$ cat src/include/fe_settings.svh
// ----------------------------------------
// Front-end size settings
// ----------------------------------------

`ifndef FE_SETTINGS_SVH
`define FE_SETTINGS_SVH

// PC and instruction widths
`define VADDR_WIDTH 32
`define INSTR_WIDTH 32

// Interleaved instruction store with power-of-two counts
`define IMEM_BANKS 4
`define BANK_WORDS 16

// One credit per entry of the back-end queue
`define QUEUE_CREDITS 4

`endif
$ cat src/source/fe_pkg.sv
// ----------------------------------------
// Front-end types
// ----------------------------------------

`include "fe_settings.svh"

package fe_pkg;

  typedef enum logic [1:0]
  {
    e_op_redirect = 2'd0
    , e_op_fill   = 2'd1
    , e_op_park   = 2'd2
  } fe_opcode_e;

  // Instr field only matters for a fill
  typedef struct packed
  {
    fe_opcode_e              opcode;
    logic [`VADDR_WIDTH-1:0] vaddr;
    logic [`INSTR_WIDTH-1:0] instr;
  } fe_cmd_s;

  typedef struct packed
  {
    logic                    v;
    logic [`VADDR_WIDTH-1:0] addr;
    logic [`INSTR_WIDTH-1:0] instr;
  } fe_fill_s;

  typedef enum logic [1:0]
  {
    e_fault_none         = 2'd0
    , e_fault_misaligned = 2'd1
    , e_fault_access     = 2'd2
  } fe_fault_e;

  typedef struct packed
  {
    logic                    v;
    logic [`VADDR_WIDTH-1:0] pc;
    fe_fault_e               fault;
  } fe_fetch_req_s;

  typedef struct packed
  {
    logic                    v;
    logic [`VADDR_WIDTH-1:0] pc;
    logic [`INSTR_WIDTH-1:0] instr;
    fe_fault_e               fault;
  } fe_bank_resp_s;

  typedef enum logic
  {
    e_msg_fetch       = 1'b0
    , e_msg_exception = 1'b1
  } fe_msg_type_e;

  typedef struct packed
  {
    logic [`VADDR_WIDTH-1:0] pc;
    logic [`INSTR_WIDTH-1:0] instr;
  } fe_fetch_payload_s;

  // Pad keeps the exception view as wide as the fetch view
  typedef struct packed
  {
    logic [`VADDR_WIDTH-1:0] pc;
    fe_fault_e               fault;
    logic [`INSTR_WIDTH-3:0] pad;
  } fe_exception_payload_s;

  typedef union packed
  {
    fe_fetch_payload_s     fetch;
    fe_exception_payload_s exception;
  } fe_payload_u;

  typedef struct packed
  {
    fe_msg_type_e msg_type;
    fe_payload_u  payload;
  } fe_queue_msg_s;

endpackage

$ cat src/source/fe_top.sv
// ----------------------------------------
// Instruction fetch front end
// ----------------------------------------

`timescale 1ns/1ps

`include "fe_settings.svh"

module fe_top
  (input  logic                          clk_i
   , input  logic                        reset_i

   , input  fe_pkg::fe_cmd_s             fe_cmd_i
   , input  logic                        fe_cmd_v_i
   , output logic                        fe_cmd_yumi_o

   , output fe_pkg::fe_queue_msg_s       fe_queue_o
   , output logic                        fe_queue_v_o
   , input  logic                        credit_return_i
   );

  logic                                     redirect_v;
  logic [`VADDR_WIDTH-1:0]                  redirect_pc;
  logic                                     park_v;
  logic                                     release_v;
  fe_pkg::fe_fill_s                         fill;
  fe_pkg::fe_fetch_req_s                    fetch_req;
  fe_pkg::fe_bank_resp_s [`IMEM_BANKS-1:0]  bank_resp;

  fe_cmd_decode cmd_decode
    (.clk_i          (clk_i)
     ,.reset_i       (reset_i)
     ,.fe_cmd_i      (fe_cmd_i)
     ,.fe_cmd_v_i    (fe_cmd_v_i)
     ,.fe_cmd_yumi_o (fe_cmd_yumi_o)
     ,.redirect_v_o  (redirect_v)
     ,.redirect_pc_o (redirect_pc)
     ,.fill_o        (fill)
     ,.park_v_o      (park_v)
     );

  fe_pc_gen pc_gen
    (.clk_i            (clk_i)
     ,.reset_i         (reset_i)
     ,.redirect_v_i    (redirect_v)
     ,.redirect_pc_i   (redirect_pc)
     ,.park_v_i        (park_v)
     ,.credit_return_i (credit_return_i)
     ,.release_i       (release_v)
     ,.fetch_req_o     (fetch_req)
     );

  // Fill and fetch go to every bank and each bank keeps its own slice
  for (genvar i = 0; i < `IMEM_BANKS; i++)
  begin : g_bank
    fe_imem_bank #(.BANK_ID(i)) bank
      (.clk_i        (clk_i)
       ,.reset_i     (reset_i)
       ,.fill_i      (fill)
       ,.fetch_req_i (fetch_req)
       ,.bank_resp_o (bank_resp[i])
       );
  end

  // Redirect pulse flushes the response stage
  fe_queue_collector collector
    (.clk_i         (clk_i)
     ,.reset_i      (reset_i)
     ,.bank_resp_i  (bank_resp)
     ,.flush_i      (redirect_v)
     ,.release_o    (release_v)
     ,.fe_queue_o   (fe_queue_o)
     ,.fe_queue_v_o (fe_queue_v_o)
     );

endmodule

$ cat src/source/fe_queue_collector.sv
// ----------------------------------------
// Fetch queue collector
// ----------------------------------------

`timescale 1ns/1ps

`include "fe_settings.svh"

module fe_queue_collector
  (input  logic                                     clk_i
   , input  logic                                   reset_i

   , input  fe_pkg::fe_bank_resp_s [`IMEM_BANKS-1:0] bank_resp_i
   , input  logic                                   flush_i
   , output logic                                   release_o

   , output fe_pkg::fe_queue_msg_s                  fe_queue_o
   , output logic                                   fe_queue_v_o
   );

  fe_pkg::fe_bank_resp_s sel_resp;
  fe_pkg::fe_queue_msg_s msg_n, msg_r;
  logic                  any_v;
  logic                  queue_v_r;

  // At most one bank answers in a cycle
  always_comb
  begin
    sel_resp = '0;
    any_v    = 1'b0;
    for (int i = 0; i < `IMEM_BANKS; i++)
    begin
      if (bank_resp_i[i].v)
      begin
        sel_resp = bank_resp_i[i];
        any_v    = 1'b1;
      end
    end
  end

  // Flushed fetch hands its credit back
  assign release_o = any_v & flush_i;

  always_comb
  begin
    msg_n = '0;
    if (sel_resp.fault != fe_pkg::e_fault_none)
    begin
      msg_n.msg_type                = fe_pkg::e_msg_exception;
      msg_n.payload.exception.pc    = sel_resp.pc;
      msg_n.payload.exception.fault = sel_resp.fault;
      msg_n.payload.exception.pad   = '0;
    end
    else
    begin
      msg_n.msg_type            = fe_pkg::e_msg_fetch;
      msg_n.payload.fetch.pc    = sel_resp.pc;
      msg_n.payload.fetch.instr = sel_resp.instr;
    end
  end

  always_ff @(posedge clk_i)
  begin
    if (reset_i)
      queue_v_r <= 1'b0;
    else
      queue_v_r <= any_v & ~flush_i;
  end

  always_ff @(posedge clk_i)
  begin
    msg_r <= msg_n;
  end

  assign fe_queue_o   = msg_r;
  assign fe_queue_v_o = queue_v_r;

endmodule

$ cat src/source/fe_imem_bank.sv
// ----------------------------------------
// Interleaved instruction bank
// ----------------------------------------

`timescale 1ns/1ps

`include "fe_settings.svh"

module fe_imem_bank
  #(parameter int BANK_ID = 0)
  (input  logic                          clk_i
   , input  logic                        reset_i

   , input  fe_pkg::fe_fill_s            fill_i
   , input  fe_pkg::fe_fetch_req_s       fetch_req_i
   , output fe_pkg::fe_bank_resp_s       bank_resp_o
   );

  localparam int bank_bits = $clog2(`IMEM_BANKS);
  localparam int word_bits = $clog2(`BANK_WORDS);
  localparam logic [bank_bits-1:0] bank_sel = BANK_ID[bank_bits-1:0];

  logic [`INSTR_WIDTH-1:0] mem_r [`BANK_WORDS];

  logic [bank_bits-1:0] fill_bank, fetch_bank;
  logic [word_bits-1:0] fill_word, fetch_word;
  logic                 resp_v_r;
  logic [`VADDR_WIDTH-1:0] resp_pc_r;
  logic [`INSTR_WIDTH-1:0] resp_instr_r;
  fe_pkg::fe_fault_e       resp_fault_r;

  // Byte offset, then bank select, then word index
  assign fill_bank  = fill_i.addr[2 +: bank_bits];
  assign fill_word  = fill_i.addr[2 + bank_bits +: word_bits];
  assign fetch_bank = fetch_req_i.pc[2 +: bank_bits];
  assign fetch_word = fetch_req_i.pc[2 + bank_bits +: word_bits];

  always_ff @(posedge clk_i)
  begin
    if (fill_i.v && (fill_bank == bank_sel))
      mem_r[fill_word] <= fill_i.instr;
  end

  always_ff @(posedge clk_i)
  begin
    if (reset_i)
      resp_v_r <= 1'b0;
    else
      resp_v_r <= fetch_req_i.v & (fetch_bank == bank_sel);
  end

  // Out-of-range PCs still read a wrapped word
  always_ff @(posedge clk_i)
  begin
    resp_pc_r    <= fetch_req_i.pc;
    resp_instr_r <= mem_r[fetch_word];
    resp_fault_r <= fetch_req_i.fault;
  end

  assign bank_resp_o = '{v: resp_v_r, pc: resp_pc_r, instr: resp_instr_r, fault: resp_fault_r};

endmodule

$ cat src/source/fe_pc_gen.sv
// ----------------------------------------
// PC generator and fetch control
// ----------------------------------------

`timescale 1ns/1ps

`include "fe_settings.svh"

module fe_pc_gen
  (input  logic                          clk_i
   , input  logic                        reset_i

   , input  logic                        redirect_v_i
   , input  logic [`VADDR_WIDTH-1:0]     redirect_pc_i
   , input  logic                        park_v_i

   , input  logic                        credit_return_i
   , input  logic                        release_i

   , output fe_pkg::fe_fetch_req_s       fetch_req_o
   );

  localparam int credit_bits = $clog2(`QUEUE_CREDITS + 1);
  localparam logic [`VADDR_WIDTH-1:0] imem_bytes = `IMEM_BANKS * `BANK_WORDS * 4;

  enum logic {e_wait = 1'b0, e_run = 1'b1} state_r, state_n;

  logic [`VADDR_WIDTH-1:0] pc_r, pc_n;
  logic [`VADDR_WIDTH-1:0] issue_pc;
  logic [credit_bits-1:0]  credits_r, credits_n;
  logic                    issue;
  fe_pkg::fe_fault_e       issue_fault;

  // A redirect starts its own target in the same cycle
  assign issue_pc = redirect_v_i ? redirect_pc_i : pc_r;
  assign issue    = ((state_r == e_run) | redirect_v_i) & ~park_v_i & (credits_r != '0);

  always_comb
  begin
    if (issue_pc[1:0] != 2'b00)
      issue_fault = fe_pkg::e_fault_misaligned;
    else if (issue_pc >= imem_bytes)
      issue_fault = fe_pkg::e_fault_access;
    else
      issue_fault = fe_pkg::e_fault_none;
  end

  always_comb
  begin
    state_n = state_r;
    if (redirect_v_i)
      state_n = e_run;
    else if (park_v_i)
      state_n = e_wait;
    // Faulting fetch parks the front end until the next redirect
    if (issue & (issue_fault != fe_pkg::e_fault_none))
      state_n = e_wait;
  end

  assign pc_n = issue ? issue_pc + `VADDR_WIDTH'(4) : issue_pc;

  assign credits_n = credits_r
                     - credit_bits'(issue)
                     + credit_bits'(credit_return_i)
                     + credit_bits'(release_i);

  always_ff @(posedge clk_i)
  begin
    if (reset_i)
    begin
      state_r   <= e_wait;
      pc_r      <= '0;
      credits_r <= credit_bits'(`QUEUE_CREDITS);
    end
    else
    begin
      state_r   <= state_n;
      pc_r      <= pc_n;
      credits_r <= credits_n;
    end
  end

  assign fetch_req_o = '{v: issue, pc: issue_pc, fault: issue_fault};

endmodule

$ cat src/source/fe_cmd_decode.sv
// ----------------------------------------
// Front-end command decoder
// ----------------------------------------

`timescale 1ns/1ps

`include "fe_settings.svh"

module fe_cmd_decode
  (input  logic                          clk_i
   , input  logic                        reset_i

   , input  fe_pkg::fe_cmd_s             fe_cmd_i
   , input  logic                        fe_cmd_v_i
   , output logic                        fe_cmd_yumi_o

   , output logic                        redirect_v_o
   , output logic [`VADDR_WIDTH-1:0]     redirect_pc_o
   , output fe_pkg::fe_fill_s            fill_o
   , output logic                        park_v_o
   );

  logic is_redirect, is_fill, is_park;
  logic redirect_v_r, fill_v_r, park_v_r;
  logic [`VADDR_WIDTH-1:0] vaddr_r;
  logic [`INSTR_WIDTH-1:0] instr_r;

  // Every offered command is taken at once
  assign fe_cmd_yumi_o = fe_cmd_v_i;

  assign is_redirect = (fe_cmd_i.opcode == fe_pkg::e_op_redirect);
  assign is_fill     = (fe_cmd_i.opcode == fe_pkg::e_op_fill);
  assign is_park     = (fe_cmd_i.opcode == fe_pkg::e_op_park);

  always_ff @(posedge clk_i)
  begin
    if (reset_i)
    begin
      redirect_v_r <= 1'b0;
      fill_v_r     <= 1'b0;
      park_v_r     <= 1'b0;
    end
    else
    begin
      redirect_v_r <= fe_cmd_v_i & is_redirect;
      fill_v_r     <= fe_cmd_v_i & is_fill;
      park_v_r     <= fe_cmd_v_i & is_park;
    end
  end

  // Operands shared by redirect target and fill address
  always_ff @(posedge clk_i)
  begin
    if (fe_cmd_v_i)
    begin
      vaddr_r <= fe_cmd_i.vaddr;
      instr_r <= fe_cmd_i.instr;
    end
  end

  assign redirect_v_o  = redirect_v_r;
  assign redirect_pc_o = vaddr_r;
  assign park_v_o      = park_v_r;
  assign fill_o        = '{v: fill_v_r, addr: vaddr_r, instr: instr_r};

endmodule

$ cat config.mk
export PLATFORM = sky130hd
export DESIGN_NAME = fe_top
export DESIGN_NICKNAME = d
export VERILOG_FILES = /design/src/source/fe_pkg.sv /design/src/source/fe_top.sv /design/src/source/fe_queue_collector.sv /design/src/source/fe_imem_bank.sv /design/src/source/fe_pc_gen.sv /design/src/source/fe_cmd_decode.sv
export VERILOG_INCLUDE_DIRS = /design/src /design/src/include
export SDC_FILE = /design/constraint.sdc
export NUM_CORES = 2
export LEC_CHECK = 0
export BUFFER_PORTS_ARGS = -buffer_cell sky130_fd_sc_hd__buf_2
export CAP_MARGIN = 30
export CORE_MARGIN = 4
export CORE_UTILIZATION = 60
export DETAILED_ROUTE_END_ITERATION = 7
export GPL_TIMING_DRIVEN = 0
export PLACE_DENSITY_LB_ADDON = 0.08
export SLEW_MARGIN = 30
export SYNTH_ARGS = -nofsm -noshare
export SYNTH_HDL_FRONTEND = slang
export SYNTH_HIERARCHICAL = 1
export SYNTH_SLANG_ARGS = --single-unit
export TNS_END_PERCENT = 30
$ cat constraint.sdc
create_clock -name clk_i -period 5.4 [get_ports clk_i]
set_clock_uncertainty 0.2 [all_clocks]
set_input_delay 0.27 -clock clk_i [delete_from_list [all_inputs] [get_ports clk_i]]
set_output_delay 0.27 -clock clk_i [all_outputs]
set_load 0.005 [all_outputs]
* Word-level counts from Yosys, hierarchy flattened
Memories as Yosys holds them, arrays and structs flattened. A register that Yosys moved wholly into a read port is not among the register bits.
Index checks and enable logic that the tools add are counted.
** Storage, ports and cells
- Register bits after elaboration :: 207
- Bits in latches :: 0
- Bits in writable memories :: 2048
- Bits in read-only memories :: 0
- Input bits :: 70
- Output and inout bits :: 67
- Word-level logic and storage cells :: 86
- Memories kept :: 4
** Memory list
- g_bank[0].bank.mem_r :: depth 16, bits a word 32, read ports 1, clocked after memory_dff 1, write ports 1, RTL line fe_imem_bank.sv:23 : logic [`INSTR_WIDTH-1:0] mem_r [`BANK_WORDS];
- g_bank[1].bank.mem_r :: depth 16, bits a word 32, read ports 1, clocked after memory_dff 1, write ports 1, RTL line fe_imem_bank.sv:23
- g_bank[2].bank.mem_r :: depth 16, bits a word 32, read ports 1, clocked after memory_dff 1, write ports 1, RTL line fe_imem_bank.sv:23
- g_bank[3].bank.mem_r :: depth 16, bits a word 32, read ports 1, clocked after memory_dff 1, write ports 1, RTL line fe_imem_bank.sv:23
** Cells by class
- $add $sub $neg :: 4
- $mul :: 0
- Div/mod/pow operators :: 0
- $lt $le $gt $ge :: 1
- Eq/ne operators :: 8
- Shifts and indexed selects :: 0
- Mux-type cells :: 23
- Bitwise operators :: 15
- Reductions and logical operators :: 13
** Operators with widths (number)
- 2-to-1 mux 66 bit :: 4
- 2-to-1 mux 65 bit :: 1
- 2-to-1 mux 32 bit :: 2
- adder 32 x 3 -> 32 bit (second input constant) :: 1
- greater-or-equal comparator 32 x 9 -> 1 bit (second input constant) :: 1
- 2-to-1 mux 1 bit :: 14
- AND 1 bit :: 12
- == test 2 bit (second input constant) :: 5
- nonzero test 2 bit :: 4
- adder 3 x 1 -> 3 bit :: 2
- == test 2 x 1 -> 1 bit (second input constant) :: 3
- logical NOT 2 bit :: 3
- logical AND 1 bit :: 4
- 2-to-1 mux 2 bit :: 2
- nonzero test 3 bit :: 1
- subtractor 3 x 1 -> 3 bit :: 1
- inverter 1 bit :: 2
- OR reduction 2 bit :: 1
- OR 1 bit :: 1

* Logic depth before layout (Yosys ltp)
- Word-level depth :: 7
- Depth in mapped cells :: 14

* By module
Netlist, hierarchy kept.
** By module, submodules not included
- fe_imem_bank (g_bank[1].bank ...) :: times used 2, cells an instance 877, area an instance 20566.0 µm², sequential area each 16716.0 µm²
- fe_imem_bank (g_bank[0].bank) :: times used 1, cells an instance 877, area an instance 20563.5 µm², sequential area each 16716.0 µm²
- fe_imem_bank (g_bank[3].bank) :: times used 1, cells an instance 876, area an instance 20561.0 µm², sequential area each 16716.0 µm²
- fe_queue_collector :: times used 1, cells an instance 383, area an instance 3360.7 µm², sequential area each 1321.3 µm²
- fe_pc_gen :: times used 1, cells an instance 300, area an instance 2487.4 µm², sequential area each 720.7 µm²
- fe_cmd_decode :: times used 1, cells an instance 104, area an instance 2277.2 µm², sequential area each 1981.9 µm²

* Least setup slack after synthesis
No wires, ideal clock.
- Path kind :: flip-flop to flip-flop
- Start :: register cmd_decode.vaddr_r[4], in the netlist cmd_decode/redirect_pc_o[4]
- End :: memory g_bank[1].bank/mem_r[0][0] (netlist bit), enable pin
- Arrival time :: 3352 ps
- Required time :: 4739 ps
- Setup slack :: 1387 ps
- Stages on the path, launching flop included :: 3
- Cells stage by stage :: edfxtp_1 > or4_1 > nor3_1
** RTL lines
- start: declaration :: RTL line fe_cmd_decode.sv:25 : logic [`VADDR_WIDTH-1:0] vaddr_r;
- start signal: assignment :: RTL line fe_cmd_decode.sv:56 : vaddr_r <= fe_cmd_i.vaddr;
- end: declaration :: RTL line fe_imem_bank.sv:23
Straight into the memory's write port.

==> impl_metrics.toml <==
[sta]
rsz0062_at_grt = "no"
finalSetupViolations = 0
hold_viol = 0
max_freq_ghz = 0.2092
timing.final.crit_share = 0.8850
drv_slew = 0
max_slew_margin = 0.3084
worst_pin_slew_ps = 1029
period_minus_slack_ps = 4779

[route]
wl_um = 234000
drt-wirelength-per-cell_um = 32.07
avgViaCountPerCell = 6.418
vias = 46825
drt_iter0_markers = 5932
remaining_drc_errors = 0
firstDrtPassIters = 8
ant_nets = 0

[floorplanning]
dieWidth_um = 396.1
die_y_um = 396.1
pin_count = 137
die-area_um2 = 156900
core_um2 = 149800
start_util = 0.6034
rows = 142

[yosys]
synthArstFlopShare = 0
ys_types = 66
synth-main-ff-cell = "edfxtp_1"
synth_edf_count = 2112
syn_inst = 4294
yosysWarningCount = 6
synth_nets = 4369
yosysSeqAreaShare = 0.7843
avgSynthCellArea_um2 = 21.05
synth-seq-cells = 2485
synth_area_um2 = 90380

[placement]
dpl.hpwl_um = 158900
placement.io_buffers = 136
gp_congestion = 0.8853

[cells_and_area]
regArea_um2 = 70890
fin_util = 0.7151
multi_input_area_um2 = 18410
fin_nets = 5140
syn2layout_area_growth_pct = 18.50
drive_gt1_frac = 0.2912
fillers = 8843

[grt]
grt_pass1_vias = 46507
antenna_found_initial = 8
grt_max_degree = 45
grt_usage = 0.3014
grt_first_pass_wirelength_um = 335100
grt-ovfl-total = 0

[clock_network]
cts_max_path_buffers = 3
clock_sinks = 2485
cts_root_buf = "clkbuf_16"
h-tree-depth = 4
cts_made_buffers = 237
path_clk_slew_ps = 70
post_cts_buffers = 0
cts_tree = "built"
clock_latency_ps = 850

[critical_path]
cpMostUsedCell = "buf_6"
path_class = "flop to flop"
endpoint_kind = "flop"
cp_slowest_cell = "buf_1"
crit_chain = "buf_4, buf_6, buf_6, buf_2, buf_6, mux2_2, buf_2, buf_1, mux4_2, a22oi_1, nand2_1"
cp_max_fo = 14
critPathRequiredTime_ps = 5840
max_stage_delay_ps = 670
arrival_ps = 5220
start_kind = "flop"

[worst_hold_path]
hp-class = "input port to flop"

[pwr]
power_density_nw_per_um2 = 371.2
ir_worst_vdd_mv = 0.3337
p_leak_uw = 0.03482
finalPower_uw = 39760

[outcome]
status = "finished, final reports clean"

[flow_run]
cap_violations = 0
[critical path, delay by kind of cell (launching register included)]
kind | cells | cell delay, ps
DFF | 1 | 350
and+or+nand+nor | 1 | 310
buffers and inverters | 7 | 2200
AOI/OAI and AO/OA | 1 | 420
muxes | 2 | 1060
[final timing paths]
check / from / end / slack (ps) / depth (start not counted)
min: fe_cmd_i[24] / cmd_decode/instr_r[24] / 120 / 2
min reg2reg: g_bank[3].bank/resp_instr_r[17] / collector/fe_queue_o[17] / 260 / 2
max: cmd_decode/redirect_v_o / g_bank[0].bank/resp_instr_r[15] / 620 / 11
max reg2reg: cmd_decode/redirect_v_o / g_bank[0].bank/resp_instr_r[15] / 620 / 11
[logic make-up (layout without fill, tap and decap cells)]
| kind of cell | after synthesis | after routing | synth area share |
|---|---|---|---|
| buffers and inverters | 296 | 1276 | 0.01694 |
| flip-flops | 2485 | 2485 | 0.7843 |
| XOR/XNOR | 15 | 15 | 0.001454 |
| AO/OA/AOI/OAI | 437 | 437 | 0.03768 |
| other | 0 | 6 | 0 |
| multiplexers | 543 | 543 | 0.1313 |
| AND/OR/NAND/NOR | 513 | 513 | 0.02749 |
| adder cells (fa/ha/maj) | 5 | 5 | 0.0008584 |
[stage by stage]
stage / setup TNS [ps] / std cells / setup slack, ps / instance area, µm² / hold WS [ps]
after detailed placement: 0 / 6709 / 755.8 / 97890 / 241.6
after global placement: -604700 / 6446 / -1374 / 93580 / 246.2
after floorplan: 0 / 4294 / 1387 / 90380 / 140.6
after CTS: 0 / 7290 / 753.0 / 107100 / 33.52
final: 0 / 7296 / 620.9 / 107100 / 117.1
after global routing: 0 / 7290 / 646.4 / 107100 / 92.94
[routing by layer]
layer / global-route usage / share of wire
met2: 0.4720 / 0.48
met4: 0.1113 / 0.042
met5: 0 / 0.000043
met1: 0.4321 / 0.39
met3: 0.05746 / 0.093
[power breakdown]
| part | internal [µW] | switching, µW | total (µW) |
|---|---|---|---|
| sequential | 21200 | 232 | 21400 |
| combinational | 716 | 1150 | 1860 |
| clock | 9540 | 6970 | 16500 |
[cells in the mapped netlist (10+ instances only)]
library cell     n  share of area
nand2b_1        42         0.0029
nor2_1         113         0.0047
a21oi_1         18         0.0010
a22oi_1        258          0.021
nand3_1         47         0.0026
a221oi_1        32         0.0031
dfxtp_1        373          0.083
mux2i_1         14         0.0016
edfxtp_1      2112           0.70
a21oi_2         29         0.0028
nor2b_1         16         0.0011
buf_1           39         0.0016
nand3b_1        10        0.00083
nand4_1         12        0.00083
buf_4           82         0.0068
nand2_1        189         0.0078
nor3_1          26         0.0014
mux4_2         512           0.13
a221o_1         30         0.0033
nor4_1          13        0.00090
mux2_2          16         0.0020
buf_2           42         0.0023
inv_1           24         0.0010
o22ai_1         33         0.0023
clkbuf_1       100         0.0042
[sequential cells by signal, indices dropped and copies added (netlist names)]
signal	count
collector/fe_queue_o	65
cmd_decode/fill_v_r	1
cmd_decode/redirect_v_o	1
cmd_decode/instr_r	32
g_bank.bank/resp_v_r	4
g_bank.bank/mem_r	2048
pc_gen/credits_r	3
pc_gen/state_r	1
g_bank.bank/resp_pc_r	128
cmd_decode/park_v_o	1
pc_gen/pc_r	32
g_bank.bank/resp_fault_r	8
cmd_decode/redirect_pc_o	32
g_bank.bank/resp_instr_r	128
collector/fe_queue_v_o	1
[final cells by class]
type,instances,area share
Timing Repair Buffer,532,0.05483
Buffer,271,0.01342
Clock buffer,318,0.06333
Inverter,25,0.0008762
Sequential cell,2485,0.6619
Tap cell,2016,0.02355
Clock inverter,130,0.01008
Multi-Input combinational cell,1513,0.1719
Antenna cell,6,0.0001402
[layout by cell type (no fill, tap or decap), types with 8 or more instances in the layout]
master and count:
a221oi_1 32, buf_2 177, edfxtp_1 2112, nand2_1 189, nor3_2 17, clkbuf_1 142
nand3b_1 10, dfxtp_1 373, mux2i_1 14, nor2_1 65, nand4_1 12, clkbuf_16 251
buf_8 74, a21oi_1 18, inv_1 22, a221o_1 30, nor2b_1 16, buf_1 39
nor4_1 13, o22ai_1 33, dlygate4sd3_1 133, bufinv_16 16, mux2_2 16, clkinv_2 53
buf_16 55, nand2b_1 42, nor2_4 48, clkinv_1 41, clkbuf_8 25, xnor2_1 8
buf_6 65, nand3_1 47, a22oi_1 258, mux4_2 512, nor3_1 9, a21oi_2 29
buf_4 159
[repair_timing]
| action | CTS | global route |
|---|---|---|
| endpoints found under the hold margin | 144 | 0 |
| resized for setup | 0 | 0 |
| hold buffers | 133 | 0 |
(Power assumes the default switching activity.)
